$ cat config.mk
export PLATFORM = sky130hd
export DESIGN_NAME = machine_timer
export DESIGN_NICKNAME = d
export VERILOG_FILES = /design/src/common/soc_pkg.sv /design/src/hdl/machine_timer.sv
export SDC_FILE = /design/constraint.sdc
export NUM_CORES = 1
export LEC_CHECK = 0
export CAP_MARGIN = 15
export CORE_AREA = 2 2 123 185
export CTS_CLUSTER_SIZE = 28
export DETAILED_ROUTE_END_ITERATION = 12
export DIE_AREA = 0 0 125 187
export DONT_BUFFER_PORTS = 1
export HOLD_SLACK_MARGIN = 0.12
export PLACE_DENSITY_LB_ADDON = 0.08
export SYNTH_ARGS = -nofsm -noshare
export SYNTH_HDL_FRONTEND = slang
export SYNTH_SLANG_ARGS = --single-unit
export TNS_END_PERCENT = 10
$ cat constraint.sdc
create_clock -name CLOCK_50 -period 1.92 [get_ports CLOCK_50]
set_clock_uncertainty 0.05 [all_clocks]
set_input_delay 0.288 -clock CLOCK_50 [delete_from_list [all_inputs] [get_ports CLOCK_50]]
set_output_delay 0.288 -clock CLOCK_50 [all_outputs]
set_load 0.03 [all_outputs]
$ cat src/common/soc_pkg.sv
`default_nettype none

package soc_pkg;

    // bus and ram geometry
    localparam int XLEN      = 64;
    localparam int WORD_W    = 32;
    localparam int RAM_WORDS = 1024;
    localparam int RAM_AW    = 10;
    localparam int LANES     = WORD_W / 8;

    // address map
    localparam logic [XLEN-1:0] RAM_BASE      = 64'h0000_0000_8000_0000;
    localparam logic [XLEN-1:0] RAM_TOP       = RAM_BASE + XLEN'(RAM_WORDS * LANES);
    localparam logic [XLEN-1:0] KEY_ADDR      = 64'h0000_0000_1000_0100;
    localparam logic [XLEN-1:0] MTIME_ADDR    = 64'h0000_0000_0200_BFF8;
    localparam logic [XLEN-1:0] MTIMECMP_ADDR = 64'h0000_0000_0200_4000;
    localparam logic [XLEN-1:0] MTIMECMP_RESET = 64'h0000_0000_8000_0000;

    // plic block, offsets relative to PLIC_BASE
    localparam int PLIC_OW = 22;
    localparam logic [XLEN-1:0] PLIC_BASE = 64'h0000_0000_0C00_0000;
    localparam logic [PLIC_OW-1:0] PLIC_PENDING    = 22'h00_1000;
    localparam logic [PLIC_OW-1:0] PLIC_ENABLE     = 22'h00_2000;
    localparam logic [PLIC_OW-1:0] PLIC_THRESHOLD  = 22'h20_0000;
    localparam logic [PLIC_OW-1:0] PLIC_CLAIM      = 22'h20_0004;
    localparam logic [PLIC_OW-1:0] PLIC_EN_STRIDE  = 22'h00_0080;
    localparam logic [PLIC_OW-1:0] PLIC_CTX_STRIDE = 22'h00_1000;
    localparam logic [XLEN-1:0] PLIC_TOP =
        PLIC_BASE + XLEN'(PLIC_CLAIM) + XLEN'(PLIC_CTX_STRIDE) + 64'd4;

    localparam int PLIC_IDS    = 6;
    localparam int PLIC_ID_W   = 3;
    localparam int PLIC_CTX    = 2; // hart0 M and S contexts
    localparam int PRIO_W      = 3;
    localparam int UART_IRQ_ID = 1;

    typedef enum logic [2:0] {
        LB  = 3'b000,
        LH  = 3'b001,
        LW  = 3'b010,
        LD  = 3'b011,
        LBU = 3'b100,
        LHU = 3'b101,
        LWU = 3'b110
    } ls_type_e;

    typedef enum logic [2:0] {
        RAM, KEY, MTIME, MTIMECMP, PLIC, NONE
    } target_e;

endpackage

`default_nettype wire

$ cat src/hdl/machine_timer.sv
`timescale 1ns/1ps
`default_nettype none

module machine_timer (
    input  logic                     CLOCK_50,
    input  logic                     KEY0,
    input  logic                     cmp_wr,
    input  logic [soc_pkg::XLEN-1:0] wdata,
    output logic [soc_pkg::XLEN-1:0] mtime,
    output logic [soc_pkg::XLEN-1:0] mtimecmp
);

    // mtime runs every clock, no bus write path
    always_ff @(posedge CLOCK_50 or negedge KEY0) begin
        if (!KEY0) begin
            mtime    <= '0;
            mtimecmp <= soc_pkg::MTIMECMP_RESET;
        end else begin
            mtime <= mtime + 64'd1;
            if (cmp_wr) mtimecmp <= wdata; // full 64 bits
        end
    end

endmodule

`default_nettype wire

* Yosys cells after proc, flatten, opt, wreduce, memory -nomap -nowiden
Index checks and enable logic that the tools add are counted.
** Operators by class
- $add $sub $neg :: 1
** Operator list (number)
- $add A64 B1 Y64 const B :: 1
** Storage, ports and cells
- Logic and storage cells :: 3
- Output and inout port bits :: 128
- Input port bits :: 67
- Register bits after elaboration :: 128

* Logic depth before layout (Yosys ltp)
Gate-level depths: netlist (run 1).
- Word-level depth :: 1
- Gate-level depth with buffers :: 7
- Gate-level depth less buffers :: 6

* Least setup slack after synthesis (run 1)
No wires, ideal clock.
- Kind :: register -> register
- From :: register mtime[0] (netlist name)
- To :: register mtime[20] (netlist name)
- Period minus slack after synthesis :: 2.058 ns
- Library setup time :: 0.134 ns
- Path buffers :: 0
- Arrival :: 1.873 ns
- Stages on the path, launching flop included :: 7
- Slack :: -0.138 ns
- Required time :: 1.736 ns
- Cells stage by stage :: dfrtp_1 > ha_1 > nand3_1 > or3_1 > nor3_1 > nand3_1 > xnor2_1
** Between the ends
- Longest elaborated chain between the ends :: 1
** RTL lines
- start: declaration :: RTL line machine_timer.sv:9 : output logic [soc_pkg::XLEN-1:0] mtime,
- start signal: assignment :: RTL line machine_timer.sv:19 : mtime <= mtime + 64'd1;
- $add A64 B1 Y64 :: RTL line machine_timer.sv:19
Every way passes these cells.
A chain may end at the register's enable or synchronous reset.

* Final worst setup path (run 1)
- From :: register mtime[16] (netlist name)
- To :: register mtime[38] (netlist name)
Same word-level chain as after synthesis.

==> results of run 1 <==
-- synthesized netlist by cell type, types with 2 or more instances --
library cell / n / area share, %
and3_1: 3 / 0.35
and4_1: 4 / 0.66
clkbuf_1: 8 / 0.56
dfrtp_1: 127 / 59
inv_1: 8 / 0.56
mux2_2: 64 / 13
nand2_1: 32 / 2.2
nand3_1: 21 / 2.0
nand4_1: 18 / 2.1
nor2_1: 22 / 1.5
nor3_1: 12 / 1.1
nor3_2: 9 / 1.7
nor4_1: 2 / 0.23
nor4_2: 4 / 0.94
xnor2_1: 28 / 4.6
xor2_1: 34 / 5.6
-- sequential cells by signal, indices dropped and copies added, names as in the netlist --
name and cells:
mtimecmp 64, mtime 64
-- worst max-delay path, delay by kind of cell, from the launching register on --
family	cells	cell delay [ps]
and+or+nand+nor	4	1110
xor gates and xnor gates	1	130
DFF	1	390
-- layer usage --
layer | up-vias | global-route usage [%]
met2 | 132 | 24.0
met4 | 0 | 4.83
met1 | 1965 | 13.8
met3 | 13 | 5.72
li1 | 1838 | -
met5 | - | 0
-- cell families (layout without fill, tap and decap cells) --
group,Yosys count,in the layout,synth area share (%)
buf+inv,19,248,1.57
flops,128,128,59.9
mux,64,64,13.5
simple gates,134,134,14.6
xor+xnor,62,62,10.2
fa+ha+maj,1,1,0.234
-- where the power goes --
group | switching [uW] | total, uW | internal, uW
logic | 86.0 | 458 | 372
clock network | 1200 | 3210 | 2010
registers | 373 | 3210 | 2830
-- how the worst max path moves through the flow --
stage,from,to,slack [ps],depth (start not counted)
floorplan,mtime[16],mtime[37],-30,6
global placement,mtime[0],mtime[20],10,6
detailed placement,mtime[1],mtime[28],-10,6
CTS,mtime[20],mtime[45],9,7
global route,mtime[9],mtime[49],-20,7
finish,mtime[16],mtime[38],120,5
-- through the flow --
stage                     setup TNS, ps  utilization (%)  setup slack (ps)
after CTS                             0             37.2              8.67
after global routing              -50.6             37.4             -15.7
after global placement                0             28.6              14.9
after floorplan                    -495                -             -33.3
final                                 0             37.4               117
after detailed placement          -28.4             28.6             -12.8
-- cell type report --
cell class / count / area [um^2] / share of cell area (%)
flip-flops and latches: 128 / 3230 / 39.3
clock buffers: 23 / 478 / 5.81
repair buffers: 208 / 1900 / 23.1
well taps: 276 / 345 / 4.20
inverters: 8 / 30.0 / 0.365
multi-input cells: 261 / 2130 / 25.9
clock inverters: 9 / 108 / 1.31
-- repair_timing --
item / CTS / global route
pin swaps: 0 / 1
gates resized for setup: 2 / 11
setup endpoints to repair: 3 / 25
endpoints found under the hold margin: 192 / 128
==> results.txt, run 1 <==
DRC viols -> 0
Post-Place Cell Area -> 0.00628 mm^2
Slew Limit Headroom -> 73.3%
vias in the first global route -> 4349
Detail Placement HPWL -> 9.84 mm
clk_lat worst skew -> 420 ps
total CTS buffers -> 17
FF-to-FF setup slack -> 120 ps
CORE AREA -> 0.0220 mm^2
Max Slew Vio Count -> 0
io pins -> 195
IO Port Bufs -> 0
largest net degree at the start of global routing -> 129
top_reg_cell synth -> dfrtp_1
worst hold path class -> in -> async
via-per-instance ratio -> 4.32
reg-to-reg endpoint -> mtime[38]
Avg Cell Area, Syn -> 13.1 um^2
Slew @ Worst Pin -> 397 ps
die footprint -> 0.0234 mm^2
WL met2 -> 8.14 mm
grt ovf -> 0
Netlist cell types -> 28
PD cells -> 835 mW/mm^2
die height -> 187 um
crit-path max cell delay -> 570 ps
Max VDD drop -> 0.526 mV
Nets -> 692
Fin. Hold Viols -> 128
cts hold-fix bufs -> 128
R2R Path Start -> mtime[16]
clock buffer depth -> 2
Yosys reg bits -> 128
CP Capture Type -> register
initial antenna violation count -> 0
CP required -> 2170 ps
failing checks -> negative hold slack
CTS tree -> yes
final antenna-violating net count -> 0
Vias -> 3948
FMAX -> 555 MHz
final setup fails -> 0
Syn Nets -> 476
Post-Syn Instances -> 408
Die Wd -> 125 um
cell area after synthesis -> 0.00535 mm^2
drt first pass iters -> 4
slowest stage cell, crit path -> or4_1
Filler Cell Count -> 2148
CP Max Fanout -> 4
Reg2Reg Depth -> 5
WHS -> -486 ps
crit path cell chain -> nand3_1, or4_1, nor4_4, nand3b_1, xnor2_1
placed insts -> 753
commonest cells after routing, fill and taps aside -> 128 x dlygate4sd3_1, 108 x dfrtp_1, 77 x buf_4
Met3 Wirelength -> 1.13 mm
Starting DRT DRC Count -> 97
status -> complete, but fails checks
first-pass GRT wire length -> 24.2 mm
GR Util All Layers -> 13.4%
clock sinks -> 128
row cnt -> 67
clk slew on worst S/H paths -> 60 ps
fin area -> 0.00822 mm^2
Pleak -> 0.00368 uW
Worst setup SP type -> register
Synth async-reset ratio -> 100%
RePlAce Congestion -> 0.747
metal1 wirelength -> 5.41 mm
Root Buffer -> clkbuf_16
final worst-path cycle share -> 93.9%
kind of critical path -> reg -> reg
Layout area overhead -> 53.9%
RSZ-0062 raised after global routing -> yes
total of max-cap violations -> 0
commonest non-fill, non-tap cell in the layout -> dlygate4sd3_1
Synth Warn # -> 0
number of H-tree levels -> 4
highest metal used -> met4
number of setup buffers added after CTS -> 0
layout cell share with drive strength beyond 1 -> 34.1%
sequential fraction of the synthesis area -> 59.9%
final WL -> 14.9 mm
initial core utilization -> 24.3%
arrival time worst endpoint -> 2050 ps
final non-filler cell total -> 913
total power -> 6870 uW
drt wl/cell -> 16.3 um
Post-synth EDFFs -> 0
min cycle time layout -> 1800 ps
Ant. Diodes -> 0
Power figures use the tool's default switching activity.
==> run 2: changes to the inputs <==
--- a/config.mk
+++ b/config.mk
@@ -6,13 +6,12 @@
 export NUM_CORES = 1
 export LEC_CHECK = 0
 export CAP_MARGIN = 15
-export CORE_AREA = 2 2 123 185
+export CORE_AREA = 2 2 143 159
 export CTS_CLUSTER_SIZE = 28
 export DETAILED_ROUTE_END_ITERATION = 12
-export DIE_AREA = 0 0 125 187
+export DIE_AREA = 0 0 145 161
 export DONT_BUFFER_PORTS = 1
 export HOLD_SLACK_MARGIN = 0.12
-export PLACE_DENSITY_LB_ADDON = 0.08
 export SYNTH_ARGS = -nofsm -noshare
 export SYNTH_HDL_FRONTEND = slang
 export SYNTH_SLANG_ARGS = --single-unit
==> run 2 against run 1 <==
Effect of this change: the flow still finishes with violations (negative hold slack); first-iteration DRC count is 1.0% lower; core utilization is 0.21 points higher; global-route usage is 0.51 points lower; critical endpoint is now mtime[52]; sequential cell count stayed put; sequential share of layout area is 0.16 points higher; register-to-register slack worse by 30 ps; clock-buffer cell count is 5 lower; wire length is 0.30% higher; total power is 1.3% lower; setup slack worse by 28 ps; cell area is 0.41% lower; critical path depth is 3 higher.
==> results.txt, run 2 (same netlist as run 1, synthesis figures left out) <==
commonest cells after routing, fill and taps aside -> 128 x dlygate4sd3_1, 108 x dfrtp_1, 74 x buf_4
final non-filler cell total -> 931 (+2.0%)
CP Max Fanout -> 7 (+3)
final WL -> 14.9 mm (+0.30%)
IO Port Bufs -> 0 (unchanged)
RePlAce Congestion -> 0.811 (+8.6%)
largest net degree at the start of global routing -> 129 (unchanged)
Max VDD drop -> 0.522 mV (-0.80%)
clk slew on worst S/H paths -> 60 ps (about the same)
Starting DRT DRC Count -> 96 (-1.0%)
worst hold path class -> in -> async
RSZ-0062 raised after global routing -> yes
arrival time worst endpoint -> 2100 ps (+50 ps)
layout cell share with drive strength beyond 1 -> 34.0% (-0.050 points)
Die Wd -> 145 um (+16%)
vias in the first global route -> 4332 (-0.39%)
number of H-tree levels -> 4 (unchanged)
CP most frequent cell -> nor3_2
total power -> 6780 uW (-1.3%)
Layout area overhead -> 53.2%
die height -> 161 um (-14%)
R2R Path Start -> mtime[1]
initial antenna violation count -> 1 (+1)
CP required -> 2190 ps (+20 ps)
drt wl/cell -> 16.0 um (-1.6%)
initial core utilization -> 24.6% (+0.24 points)
family with the most delay on the worst path -> simple AND/OR/NAND/NOR gates
DRC viols -> 0 (unchanged)
FMAX -> 546 MHz (-1.5%)
Worst setup SP type -> register
row cnt -> 57 (-15%)
cts hold-fix bufs -> 128 (unchanged)
failing checks -> negative hold slack
Bufs and invs on worst path -> 2 (+2)
Nets -> 690 (-0.29%)
grt ovf -> 0 (unchanged)
GR Util All Layers -> 12.9% (-0.51 points)
first-pass GRT wire length -> 23.7 mm (-2.1%)
clock buffer depth -> 2 (unchanged)
Vias -> 4029 (+2.1%)
clk_lat worst skew -> 410 ps (about the same)
placed insts -> 767 (+1.9%)
Root Buffer -> clkbuf_16
commonest non-fill, non-tap cell in the layout -> dlygate4sd3_1
FF-to-FF setup slack -> 90 ps (-30 ps)
slowest stage cell, crit path -> dfrtp_2
CP Capture Type -> register
reg-to-reg endpoint -> mtime[52]
Fin. Hold Viols -> 128 (unchanged)
top flop regs -> mtime (64), mtimecmp (64)
final antenna-violating net count -> 0 (unchanged)
Slew @ Worst Pin -> 431 ps (+33.8 ps)
crit path cell chain -> ha_1, nand3_2, nor3_2, buf_6, nand3_4, buf_4, nor3_2, xor2_1
kind of critical path -> reg -> reg
Detail Placement HPWL -> 9.65 mm (-1.9%)
CORE AREA -> 0.0218 mm^2 (-0.96%)
Reg2Reg Depth -> 8 (+3)
crit-path max cell delay -> 370 ps (-200 ps)
die footprint -> 0.0233 mm^2 (-0.13%)
status -> complete, but fails checks
Slew Limit Headroom -> 71.1% (-2.3 points)
min cycle time layout -> 1830 ps (+28.2 ps)
drt first pass iters -> 4 (unchanged)
Max Slew Vio Count -> 0 (unchanged)
total CTS buffers -> 17 (unchanged)
Pleak -> 0.00363 uW (-1.2%)
final setup fails -> 0 (unchanged)
clock sinks -> 128 (unchanged)
PD cells -> 828 mW/mm^2 (-0.93%)
final worst-path cycle share -> 95.4% (+1.5 points)
total of max-cap violations -> 0 (unchanged)
CTS tree -> yes
WHS -> -478 ps (+7.22 ps)
via-per-instance ratio -> 4.33 (about the same)
io pins -> 195 (unchanged)
-- run 2: changes by cell type in the layout (fill, tap and decap cells not counted), sizes merged, moves of 2 or more --
cell	previous run	this run
clkinv	2	6
buf	80	77
inv	8	12
clkbuf	23	18
clkinvlp	5	3
-- run 2: layout make-up --
cell class	instances	area, um^2
fill	2084	13600
sequential	128	3230
multi-input combinational	262	2110
timing repair buffer	205	1880
clock buffer	18	439
tap	295	369
clock inverter	14	133
inverter	8	30.0
antenna	1	2.50
-- run 2: worst max path at each step --
stage                     depth (start not counted)      start         to
final                                             8   mtime[1]  mtime[52]
after global routing                              5  mtime[46]  mtime[52]
after CTS                                         8   mtime[1]  mtime[52]
after detailed placement                          6  mtime[16]  mtime[41]
after global placement                            6  mtime[16]  mtime[49]
after floorplan                                   6  mtime[16]  mtime[37]
-- run 2: through the flow --
step / TNS [ps] / hold WS [ps] / worst slack, ps / cell area, um^2 / utilization [%]
final: 0 / -478 / 89.0 / 8190 / 37.7
after global routing: -56.7 / -517 / -22.9 / 8190 / 37.7
after CTS: 0 / -514 / 41.2 / 8130 / 37.4
after detailed placement: -28.5 / -54.8 / -28.5 / 6260 / 28.8
after global placement: 0 / -54.8 / 5.04 / 6260 / 28.8
after floorplan: -495 / -57.6 / -33.3 / 5380 / -
-- run 2: worst register-to-register path: cells and delay by family (launching register included) --
family | cells | cell delay, ps
xor gates and xnor gates | 1 | 180
adders and majority gates | 1 | 200
buffers and inverters | 2 | 400
and+or+nand+nor | 4 | 540
DFF | 1 | 370
-- run 2: layer usage --
| layer | vias to the layer above | track usage [%] | routed length, um |
|---|---|---|---|
| met5 | - | 0 | 0 |
| met4 | 0 | 5.27 | 334 |
| met3 | 21 | 5.76 | 1160 |
| met2 | 136 | 22.8 | 7910 |
| met1 | 2026 | 13.3 | 5540 |
| li1 | 1846 | - | - |
-- run 2: what timing repair did --
item / in CTS / in global routing
hold endpoints to repair: 192 / 128
pin swaps: 1 / 1
endpoints found under the setup margin: 5 / 17
resized for setup: 1 / 7
setup buffers: 1 / 1
cloned: 0 / 1
-- run 2: power breakdown --
group / switching [uW] / internal [uW] / total [uW]
Clock: 1260 / 1830 / 3100
Combinational: 93.4 / 372 / 465
Sequential: 384 / 2830 / 3220
