`config.mk`:
```
export PLATFORM = sky130hd
export DESIGN_NAME = bus_controller
export DESIGN_NICKNAME = d
export VERILOG_FILES = /design/src/common/soc_pkg.sv /design/src/hdl/bus_controller.sv
export SDC_FILE = /design/constraint.sdc
export NUM_CORES = 1
export LEC_CHECK = 0
export BUFFER_PORTS_ARGS = -buffer_cell sky130_fd_sc_hd__buf_2
export CORE_AREA = 5 5 218 220
export DETAILED_ROUTE_END_ITERATION = 10
export DIE_AREA = 0 0 223 225
export RECOVER_POWER = 25
export SYNTH_ARGS = -nofsm -noshare
export SYNTH_HDL_FRONTEND = slang
export SYNTH_SLANG_ARGS = --single-unit
```
`constraint.sdc`:
```
create_clock -name CLOCK_50 -period 17.2 [get_ports CLOCK_50]
set_input_delay 5.16 -clock CLOCK_50 [delete_from_list [all_inputs] [get_ports CLOCK_50]]
set_output_delay 5.16 -clock CLOCK_50 [all_outputs]
set_load 0.02 [all_outputs]
```
`src/common/soc_pkg.sv`:
```
`default_nettype none

package soc_pkg;

    // bus and ram geometry
    localparam int XLEN      = 64;
    localparam int WORD_W    = 32;
    localparam int RAM_WORDS = 1024;
    localparam int RAM_AW    = 10;
    localparam int LANES     = WORD_W / 8;

    // address map
    localparam logic [XLEN-1:0] RAM_BASE      = 64'h0000_0000_8000_0000;
    localparam logic [XLEN-1:0] RAM_TOP       = RAM_BASE + XLEN'(RAM_WORDS * LANES);
    localparam logic [XLEN-1:0] KEY_ADDR      = 64'h0000_0000_1000_0100;
    localparam logic [XLEN-1:0] MTIME_ADDR    = 64'h0000_0000_0200_BFF8;
    localparam logic [XLEN-1:0] MTIMECMP_ADDR = 64'h0000_0000_0200_4000;
    localparam logic [XLEN-1:0] MTIMECMP_RESET = 64'h0000_0000_8000_0000;

    // plic block, offsets relative to PLIC_BASE
    localparam int PLIC_OW = 22;
    localparam logic [XLEN-1:0] PLIC_BASE = 64'h0000_0000_0C00_0000;
    localparam logic [PLIC_OW-1:0] PLIC_PENDING    = 22'h00_1000;
    localparam logic [PLIC_OW-1:0] PLIC_ENABLE     = 22'h00_2000;
    localparam logic [PLIC_OW-1:0] PLIC_THRESHOLD  = 22'h20_0000;
    localparam logic [PLIC_OW-1:0] PLIC_CLAIM      = 22'h20_0004;
    localparam logic [PLIC_OW-1:0] PLIC_EN_STRIDE  = 22'h00_0080;
    localparam logic [PLIC_OW-1:0] PLIC_CTX_STRIDE = 22'h00_1000;
    localparam logic [XLEN-1:0] PLIC_TOP =
        PLIC_BASE + XLEN'(PLIC_CLAIM) + XLEN'(PLIC_CTX_STRIDE) + 64'd4;

    localparam int PLIC_IDS    = 6;
    localparam int PLIC_ID_W   = 3;
    localparam int PLIC_CTX    = 2; // hart0 M and S contexts
    localparam int PRIO_W      = 3;
    localparam int UART_IRQ_ID = 1;

    typedef enum logic [2:0] {
        LB  = 3'b000,
        LH  = 3'b001,
        LW  = 3'b010,
        LD  = 3'b011,
        LBU = 3'b100,
        LHU = 3'b101,
        LWU = 3'b110
    } ls_type_e;

    typedef enum logic [2:0] {
        RAM, KEY, MTIME, MTIMECMP, PLIC, NONE
    } target_e;

endpackage

`default_nettype wire

```
`src/hdl/bus_controller.sv`:
```
`timescale 1ns/1ps
`default_nettype none

module bus_controller (
    input  logic                         CLOCK_50,
    input  logic                         KEY0,
    input  logic [soc_pkg::XLEN-1:0]     bus_address,
    input  logic [soc_pkg::XLEN-1:0]     bus_write_data,
    input  logic [2:0]                   bus_ls_type,
    input  logic                         bus_read_enable,
    input  logic                         bus_write_enable,
    input  logic [7:0]                   key_ascii,
    input  logic [soc_pkg::XLEN-1:0]     ram_rdata,
    input  logic [soc_pkg::XLEN-1:0]     plic_rdata,
    input  logic [soc_pkg::XLEN-1:0]     mtime,
    input  logic [soc_pkg::XLEN-1:0]     mtimecmp,
    output logic [soc_pkg::XLEN-1:0]     bus_read_data,
    output logic                         bus_read_done,
    output logic                         bus_write_done,
    output logic                         ram_rd,
    output logic                         ram_wr,
    output logic                         ram_step,
    output logic [soc_pkg::RAM_AW+1:0]   ram_byte_addr,
    output soc_pkg::ls_type_e            ls_type,
    output logic [soc_pkg::XLEN-1:0]     wdata,
    output logic                         plic_rd,
    output logic                         plic_wr,
    output logic [soc_pkg::PLIC_OW-1:0]  plic_offset,
    output logic                         cmp_wr
);

    typedef enum logic [1:0] {S_IDLE, S_ACCESS, S_STEP, S_FINISH} state_t;

    state_t                   state;
    logic                     op_rd;   // current request is a load
    logic [soc_pkg::XLEN-1:0] addr_q;
    soc_pkg::target_e         target;
    logic                     access;
    logic [soc_pkg::XLEN-1:0] rdata_mux;

    // full address compare lives only here
    always_comb begin
        if (addr_q >= soc_pkg::RAM_BASE && addr_q < soc_pkg::RAM_TOP) target = soc_pkg::RAM;
        else if (addr_q == soc_pkg::KEY_ADDR) target = soc_pkg::KEY;
        else if (addr_q == soc_pkg::MTIME_ADDR) target = soc_pkg::MTIME;
        else if (addr_q == soc_pkg::MTIMECMP_ADDR) target = soc_pkg::MTIMECMP;
        else if (addr_q >= soc_pkg::PLIC_BASE && addr_q < soc_pkg::PLIC_TOP) target = soc_pkg::PLIC;
        else target = soc_pkg::NONE; // tlb, cache flush and the rest
    end

    assign access = (state == S_ACCESS) || (state == S_STEP);

    assign ram_rd  = access && op_rd && (target == soc_pkg::RAM);
    assign ram_wr  = access && !op_rd && (target == soc_pkg::RAM);
    assign ram_step = (state == S_STEP); // high word of ld / sd
    assign plic_rd = (state == S_ACCESS) && op_rd && (target == soc_pkg::PLIC);
    assign plic_wr = (state == S_ACCESS) && !op_rd && (target == soc_pkg::PLIC);
    assign cmp_wr  = (state == S_ACCESS) && !op_rd && (target == soc_pkg::MTIMECMP);

    assign ram_byte_addr = addr_q[soc_pkg::RAM_AW+1:0]; // base is aligned
    assign plic_offset   = addr_q[soc_pkg::PLIC_OW-1:0];

    always_comb begin
        case (target)
            soc_pkg::RAM:      rdata_mux = ram_rdata;
            soc_pkg::KEY:      rdata_mux = {{(soc_pkg::XLEN-8){1'b0}}, key_ascii};
            soc_pkg::MTIME:    rdata_mux = mtime;
            soc_pkg::MTIMECMP: rdata_mux = mtimecmp;
            soc_pkg::PLIC:     rdata_mux = plic_rdata;
            default:           rdata_mux = '0; // unmapped reads zero
        endcase
    end

    // request payload, held until done
    always_ff @(posedge CLOCK_50) begin
        if (state == S_IDLE && (bus_read_enable || bus_write_enable)) begin
            addr_q  <= bus_address;
            ls_type <= soc_pkg::ls_type_e'(bus_ls_type);
            wdata   <= bus_write_data;
        end
    end

    always_ff @(posedge CLOCK_50 or negedge KEY0) begin
        if (!KEY0) begin
            state          <= S_IDLE;
            op_rd          <= 1'b0;
            bus_read_done  <= 1'b1;
            bus_write_done <= 1'b1;
            bus_read_data  <= '0;
        end else begin
            case (state)
                S_IDLE: begin
                    if (bus_read_enable || bus_write_enable) begin
                        state          <= S_ACCESS;
                        op_rd          <= bus_read_enable;
                        bus_read_done  <= !bus_read_enable;
                        bus_write_done <= !bus_write_enable;
                    end
                end
                S_ACCESS: begin
                    // doubleword ram access needs a second word
                    if (target == soc_pkg::RAM && ls_type == soc_pkg::LD) state <= S_STEP;
                    else state <= S_FINISH;
                end
                S_STEP: state <= S_FINISH;
                S_FINISH: begin
                    if (op_rd) bus_read_data <= rdata_mux;
                    bus_read_done  <= 1'b1;
                    bus_write_done <= 1'b1;
                    state          <= S_IDLE;
                end
                default: state <= S_IDLE;
            endcase
        end
    end

endmodule

`default_nettype wire

```
== After elaboration in Yosys (flattened, before gate mapping) ==
Index checks and enable logic that the tools add are counted.

* Magnitude comparators: 4
* Equality and inequality tests: 12
* Multiplexer cells: 13
* Reductions and logical operators: 24

{| class="wikitable"
|+ Operators with widths
! operator !! count
|-
| $pmux 64 s5 || 1
|-
| $eq 64x26->1 const B || 2
|-
| $eq 64x29->1 const B || 1
|-
| $ge 64x28->1 const B || 1
|-
| $ge 64x32->1 const B || 1
|-
| $lt 64x28->1 const B || 1
|-
| $lt 64x32->1 const B || 1
|-
| $logic_and 1x1->1 || 13
|-
| $mux 3 || 4
|-
| $eq 3x2->1 const B || 3
|-
| $pmux 2 s4 || 1
|-
| $reduce_and 2->1 || 3
|-
| $eq 2x2->1 const B || 2
|-
| $mux 1 || 4
|-
| $pmux 1 s2 || 2
|-
| $eq 3x1->1 const B || 1
|-
| $eq 3x3->1 const B || 1
|-
| $logic_not 1->1 || 3
|-
| $logic_not 3->1 || 1
|-
| $eq 2x1->1 const B || 1
|-
| $logic_not 2->1 || 1
|-
| $logic_or 1x1->1 || 2
|-
| $mux 2 || 1
|-
| $ne 2x1->1 const B || 1
|-
| $reduce_bool 2->1 || 1
|}

* Register bits: 200
* Input bits: 399
* Output and inout bits: 173
* Logic and storage cells: 61

== Logic depth before layout (Yosys ltp) ==
Gate-level depths: netlist of the first run.

* Depth in word-level cells: 11
* Gate-level depth with buffers: 9
* Mapped depth without buffers: 6

== Worst setup path after synthesis of the first run ==
Ideal clock, no wire load.

* Path type: in2reg
* Start point: input port bus_write_enable
* End point: register addr_q[0] in the netlist's numbering (enable)
* Library setup time: 0.637 ns
* Arrival: 10.985 ns
* Required time: 16.563 ns
* Setup slack: 5.578 ns
* Stages: 2
* Path buffers: 0
* Cell sequence: nor2_1 nor2b_1

* Longest elaborated chain between the ends: 2

{| class="wikitable"
|+ Ends and longest elaborated chain
! item !! line !! RTL
|-
| start, declared || bus_controller.sv:11 || <nowiki>input logic bus_write_enable,</nowiki>
|-
| $logic_or 1x1->1 || bus_controller.sv:76 || <nowiki>if (state == S_IDLE && (bus_read_enable || bus_write_enable)) begin</nowiki>
|-
| $logic_and 1x1->1 || bus_controller.sv:76 ||
|-
| end signal, assigned || bus_controller.sv:77 || <nowiki>addr_q <= bus_address;</nowiki>
|-
| end, declared || bus_controller.sv:36 || <nowiki>logic [soc_pkg::XLEN-1:0] addr_q;</nowiki>
|}

No other way between the ends.
A chain may end at the register's enable or synchronous reset.

== Worst setup path in the final report of the first run ==
* Start point: register addr_q[5] in the netlist's numbering
* End point: output port plic_wr

* Longest elaborated chain between the ends: 9
* Elaborated cells on any way between the ends: 16
* Those cells by class: 4 x order compare; 4 x eq/ne; 5 x mux; 3 x reduce/logical

{| class="wikitable"
|+ Ends and longest elaborated chain
! item !! line !! RTL
|-
| $ge 64x28->1 / $lt 64x28->1 (equally long branches) || bus_controller.sv:47 || <nowiki>else if (addr_q >= soc_pkg::PLIC_BASE && addr_q < soc_pkg::PLIC_TOP) target = soc_pkg::PLIC;</nowiki>
|-
| $logic_and 1x1->1 || bus_controller.sv:47 ||
|-
| $mux 1 || bus_controller.sv:47 ||
|-
| $mux 3 || bus_controller.sv:46 || <nowiki>else if (addr_q == soc_pkg::MTIMECMP_ADDR) target = soc_pkg::MTIMECMP;</nowiki>
|-
| $mux 3 || bus_controller.sv:45 || <nowiki>else if (addr_q == soc_pkg::MTIME_ADDR) target = soc_pkg::MTIME;</nowiki>
|-
| $mux 3 || bus_controller.sv:44 || <nowiki>else if (addr_q == soc_pkg::KEY_ADDR) target = soc_pkg::KEY;</nowiki>
|-
| $mux 3 (*) || bus_controller.sv:43 || <nowiki>if (addr_q >= soc_pkg::RAM_BASE && addr_q < soc_pkg::RAM_TOP) target = soc_pkg::RAM;</nowiki>
|-
| $eq 3x3->1 (*) || bus_controller.sv:57 || <nowiki>assign plic_wr = (state == S_ACCESS) && !op_rd && (target == soc_pkg::PLIC);</nowiki>
|-
| $logic_and 1x1->1 (*) || bus_controller.sv:57 ||
|-
| end, declared || bus_controller.sv:27 || <nowiki>output logic plic_wr,</nowiki>
|}

Every way passes the cells marked *; elsewhere a longest branch is shown, timed or not.

==> results of run 1 <==
[Yosys cell counts (all sizes together), types with 4 or more instances]
| cell type | n | share of area [%] |
|---|---|---|
| a21oi | 11 | 0.61 |
| a221oi | 10 | 1.2 |
| a222oi | 47 | 5.2 |
| a22o | 74 | 7.2 |
| a22oi | 8 | 0.67 |
| buf | 61 | 5.6 |
| clkbuf | 24 | 1.0 |
| dfrtp | 67 | 19 |
| edfxtp | 131 | 44 |
| ha | 4 | 0.56 |
| nand2 | 71 | 3.0 |
| nand4 | 6 | 0.42 |
| nor2 | 22 | 0.92 |
| nor3 | 8 | 0.50 |
| nor4 | 15 | 1.2 |
| o21ai | 66 | 6.2 |
| or4 | 5 | 0.46 |
[layout make-up]
class,instances,area (µm²)
diodes,7,17.5
clock buffers,18,429
clock inverters,13,133
fillers,4808,32400
inverters,3,11.3
multi-input cells,371,2740
flip-flops and latches,200,5660
well taps,600,751
repair buffers,583,2930
[flip-flops by register name, summed over array words and instances (netlist names)]
| register | cells |
|---|---|
| addr_q | 64 |
| bus_read_data | 64 |
| bus_read_done | 1 |
| bus_write_done | 1 |
| ls_type | 3 |
| op_rd | 1 |
| state | 2 |
| wdata | 64 |
[kinds of logic after synthesis]
| logic type | after synthesis | share of synthesized area [%] |
|---|---|---|
| flip-flops | 200 | 63.1 |
| adder cells (fa/ha/maj) | 4 | 0.558 |
| buffers and inverters | 88 | 6.70 |
| AO/OA/AOI/OAI | 219 | 21.5 |
| AND/OR/NAND/NOR | 148 | 8.15 |
[path summary, 6_finish.rpt]
path	from	end	slack (ns)	depth (start not counted)
worst max-delay path	addr_q[5]	plic_wr	8.54	7
worst min-delay path	bus_read_data[11]	bus_read_data[11]	0.47	2
worst max register to register	addr_q[5]	bus_read_data[28]	13.47	8
worst min register to register	bus_read_data[11]	bus_read_data[11]	0.47	2
max in group asynchronous	KEY0	bus_read_data[19]	8.92	1
min in group asynchronous	KEY0	bus_read_data[55]	6.05	1
[through the flow]
step	utilization, %	cells
2_1_floorplan	-	659
6_report	28.1	1795
3_3_place_gp	26.9	1757
3_5_place_dp	26.9	1757
4_1_cts	28.1	1788
5_1_grt	28.1	1792
[worst max-delay path, stage by stage (launching register included)]
cell and delay [ns]:
edfxtp_1 0.43, or4_1 0.63, or3_1 0.43, a221oi_2 0.27, and3_2 0.20, buf_4 0.56
nor3b_2 0.29, buf_2 0.20
[routing by layer]
layer  track usage (%)  share of wire [%]  vias up
li1                  -                  -     3661
met1              16.1                 35     3809
met2              26.7                 51      526
met3              6.84                 11       76
met4              5.85                3.0       14
met5                 0               0.21        -
[power groups by stage]
stage               sequential [mW]  clock, mW  combinational (mW)
floorplan                     0.746          0               0.139
global placement              0.674          0               0.333
detailed placement            0.679          0               0.336
global route                  0.677      0.439               0.354
finish                        0.666      0.401               0.330
CTS                           0.668      0.420               0.337
==> summary.md, run 1 <==
| Metric | Value |
|---|---|
| Outcome | finished, violations left |
| Failing checks | capacitance limit, slew limit |
| Pre-Repair DR Iteration Count | 8 |
| Achievable Freq | 116 MHz |
| Synth cell types | 44 |
| Comb power frac | 23.6% |
| H-Tree Depth | 4 |
| Final design area excluding fillers | 12700 µm² |
| Element type at the critical path end | output pin |
| Die X | 223 µm |
| Vias | 8086 |
| Setup TNS | 0 ns |
| Startpoint Class | flop |
| Async SR Flop Fraction | 34.5% |
| Final Cycle Share | 50.3% |
| Number of antenna-violating nets in the routed design | 0 |
| Rows | 78 |
| Clock skew | 0.0180 ns |
| Most frequent cells in the layout | buf_2, edfxtp_1, a22o_1 |
| Syn_nets | 1062 |
| Mapped Area | 8970 µm² |
| CTS tree | built |
| CTS Root Cell | clkbuf_16 |
| Final setup viols | 0 |
| CP max FO | 67 |
| GPL Wtd Cong | 0.938 |
| Core Area | 45100 µm² |
| Num CTS Buffers | 17 |
| Psw | 0.479 mW |
| Max cap viols | 1 |
| Clock Latency Late Sink | 0.49 ns |
| P_int | 0.917 mW |
| Setup bufs post-CTS | 0 |
| Largest net degree at the start of global routing | 72 |
| Critical Path RT | 12.04 ns |
| Sw frac | 34.3% |
| # hold bufs at CTS | 0 |
| DP Area | 12100 µm² |
| Syn Inst Count | 659 |
| Num ports | 572 |
| Clk slew on worst S/H paths | 0.07 ns |
| Clock Path Buffers | 2 |
| Sequential area share after synthesis | 63.1% |
| Layout area overhead | 41.3% |
| CTS Sinks | 200 |
| Synth Warn # | 0 |
| Slew Limit Fails | 70 |
| PnR worst setup slack | 8.54 ns |
| Clock share of power | 28.7% |
| Shortest period the worst path allows | 8.66 ns |
| Starting Density | 19.9% |
| Post-DP HPWL | 32300 µm |
| Worst Hold Slack | 0.473 ns |
| Post-CTS sizing | 0 |
| PortBufs | 571 |
| Commonest non-fill, non-tap cell in the layout | buf_2 |
| Fin nets | 1579 |
| Worst EP arrival | 3.50 ns |
| Total track usage | 15.2% |
| Critical path type | flop to output pin |
| Vias/cell | 4.50 |
| Initial DRC Count | 695 |
| Die area | 50200 µm² |
| Vias in the first global route | 8258 |
| Worst ir drop on vdd | 0.128 mV |
| Pwr Density | 110 nW/µm² |
| Relative slew slack | -164% |
| Global-route wire length before repair | 56000 µm |
| Average wire per standard cell | 22.3 µm |
| Pre-CTS setup slack | 8.93 ns |
| Number of synthesized flops with an enable pin | 131 |
| Worst Max-Slew Pin Slew | 3.97 ns |
| Unrepaired setup endpoints after global routing | false |
| Ys flop type | edfxtp_1 |
| Share of layout cells above drive strength 1 | 56.4% |
| Flop pwr share | 47.7% |
| Drt total wl | 40000 µm |
| Die height | 225 µm |
| Total power | 1.40 mW |
| Grt ovf | 0 |
| Syn_area_per_cell | 13.6 µm² |
| Leakage | 5.49 nW |
| Hold Path Class | flop to flop |
| Endpoints failing hold | 0 |
| Seq cells post-synth | 200 |
| Initial antenna violation count | 25 |
| # DRC | 0 |
Note: power is estimated with default switching activity, not from simulation.
==> run 2, diff against run 1 <==
- ABC_AREA: not set -> 1
- CORE_AREA: 5 5 218 220 -> 5 5 220 222
- DIE_AREA: 0 0 223 225 -> 0 0 225 227
- clock period: 17.2 -> 8.98 ns (I/O delays scaled with it)
==> summary.md, run 2 <==
| Metric | Value |
|---|---|
| Outcome | finished, violations left |
| Failing checks | capacitance limit, slew limit |
| Seq cells post-synth | 200 |
| Element type at the critical path end | async pin |
| Final setup viols | 0 |
| Async SR Flop Fraction | 34.5% |
| Number of antenna-violating nets in the routed design | 0 |
| Cell total after placement | 2228 |
| Mapped Area | 10100 µm² |
| Number of synthesized flops with an enable pin | 131 |
| Post-DP HPWL | 39100 µm |
| Filler Cell Count | 4969 |
| Total track usage | 18.4% |
| Commonest non-fill, non-tap cell in the layout | buf_2 |
| Global-route wire length before repair | 68100 µm |
| Critical Path RT | 8.59 ns |
| Setup TNS | 0 ns |
| Layout area overhead | 37.0% |
| Shortest period the worst path allows | 6.06 ns |
| Vias/cell | 4.52 |
| Synth area leaders | edfxtp_1, dfrtp_1, nand2_1, nand3_1, nand4_1 |
| Die area | 51100 µm² |
| Achievable Freq | 165 MHz |
| Post-synth top area cell | edfxtp_1 |
| Rows | 79 |
| List of most frequent post-synthesis cells | nand2_1, nand3_1, edfxtp_1 |
| Core Area | 46200 µm² |
| CTS tree | built |
| Delay-heaviest family, CP | buffers and inverters |
| CTS Sinks | 200 |
| Final design area excluding fillers | 13900 µm² |
| # hold bufs at CTS | 0 |
| Most frequent cells in the layout | buf_2, nand2_1, nand3_1 |
| Pwr Density | 205 nW/µm² |
| Fin nets | 2043 |
| Post-CTS sizing | 0 |
| Clk slew on worst S/H paths | 0.08 ns |
| Relative slew slack | -182% |
| Endpoints failing hold | 0 |
| Worst EP arrival | 5.68 ns |
| Critical path buffer and inverter count | 1 |
| Worst Max-Slew Pin Slew | 4.23 ns |
| CP max FO | 69 |
| Slew Limit Fails | 70 |
| Max cap viols | 1 |
| Total power | 2.84 mW |
| Ys flop type | edfxtp_1 |
| Vias in the first global route | 10200 |
| Worst ir drop on vdd | 0.217 mV |
| Starting Density | 21.9% |
| Area taken by multi-input logic gates | 3570 µm² |
| Area share of the largest cell type after synthesis | 38.9% |
| Non-filler instance count after layout | 2271 |
| Clock Latency Late Sink | 0.50 ns |
| Die X | 225 µm |
| Unrepaired setup endpoints after global routing | false |
| Crit-path max cell delay | 2.93 ns |
| Clock skew | 0.0217 ns |
| DP Area | 13300 µm² |
| Synth Warn # | 0 |
| Final Cycle Share | 67.5% |
| Grt ovf | 0 |
| Leakage | 6.86 nW |
| Share of layout cells above drive strength 1 | 39.1% |
| Average wire per standard cell | 21.5 µm |
| Hold Path Class | flop to flop |
| Vias | 10300 |
| Drt total wl | 48800 µm |
| Syn_nets | 1538 |
| # DRC | 0 |
| Sequential area share after synthesis | 55.9% |
| Critical path type | primary input to async pin |
| Pre-Repair DR Iteration Count | 5 |
| Reg-to-reg slack, setup | 5.48 ns |
| PortBufs | 571 |
| Syn Inst Count | 1135 |
| GPL Wtd Cong | 0.914 |
| Initial antenna violation count | 29 |
| Initial DRC Count | 595 |
| Setup bufs post-CTS | 0 |
| Most instantiated library cell after synthesis | nand2_1 |
| Die height | 227 µm |
| Sequential cell area | 5660 µm² |
| Clock Path Buffers | 2 |
| Syn_area_per_cell | 8.92 µm² |
| CTS Root Cell | clkbuf_16 |
| Num CTS Buffers | 17 |
| Worst Hold Slack | 0.465 ns |
| Slowest cell on the critical path | clkbuf_1 |
| Synth cell types | 33 |
| Worst path cell trace | clkbuf_1 |
| Biggest regs | addr_q (64), bus_read_data (64), wdata (64) |
| Startpoint Class | primary input |
| H-Tree Depth | 4 |
| Num ports | 572 |
| Largest net degree at the start of global routing | 89 |
## run 2: changes by cell type after synthesis, moves of 11 or more
cell / before / now
nor4_1: 13 / 1
nand2_2: 0 / 15
o21ai_2: 60 / 0
inv_2: 0 / 11
buf_2: 14 / 29
a222oi_1: 47 / 0
nand2_1: 71 / 335
a22o_1: 74 / 0
nand3_1: 3 / 175
nand4_1: 6 / 101
nor2_1: 22 / 73
inv_1: 3 / 79
## run 2: where the power goes
group / internal, mW / switching [mW] / total [mW]
clock: 0.398 / 0.408 / 0.806
combinational: 0.190 / 0.540 / 0.730
sequential: 1.23 / 0.0790 / 1.31
## run 2: logic make-up (layout without fill, tap and decap cells)
family	Yosys count	count (layout)	synth area share [%]
AO/OA/AOI/OAI	11	11	0.568
other	0	11	0
adder cells (fa/ha/maj)	4	4	0.494
flip-flops	200	200	55.9
AND/OR/NAND/NOR	733	733	33.8
buffers and inverters	187	705	9.18
## run 2: final cells by class
type,count,share of cell area [%]
clock inverter,15,1.24
antenna,11,0.199
multi-input combinational,748,25.7
timing repair buffer,582,21.0
inverter,91,2.46
sequential,200,40.8
tap,607,5.48
clock buffer,17,3.07
## run 2: per-stage QoR
stage,utilization [%],setup WS (ns)
2_1_floorplan,-,2.90
3_3_place_gp,28.8,3.43
3_5_place_dp,28.8,3.31
4_1_cts,30.0,2.74
5_1_grt,30.0,2.05
6_report,30.0,2.92
## run 2: routing by layer
layer	vias up	track usage, %	wire (µm)
li1	4824	-	-
met1	4853	19.8	17900
met2	485	32.4	24300
met3	83	7.58	4810
met4	20	6.97	1690
met5	-	0	136
## run 2: final timing paths
| kind | cells after the start | end | startpoint |
|---|---|---|---|
| max | 1 | bus_read_data[5] | KEY0 |
| min | 2 | bus_write_done | bus_write_done |
| max reg2reg | 14 | bus_read_data[10] | addr_q[19] |
| min reg2reg | 2 | bus_write_done | bus_write_done |
| max in group CLOCK_50 | 9 | cmp_wr | addr_q[19] |
| min in group asynchronous | 1 | bus_read_data[24] | KEY0 |
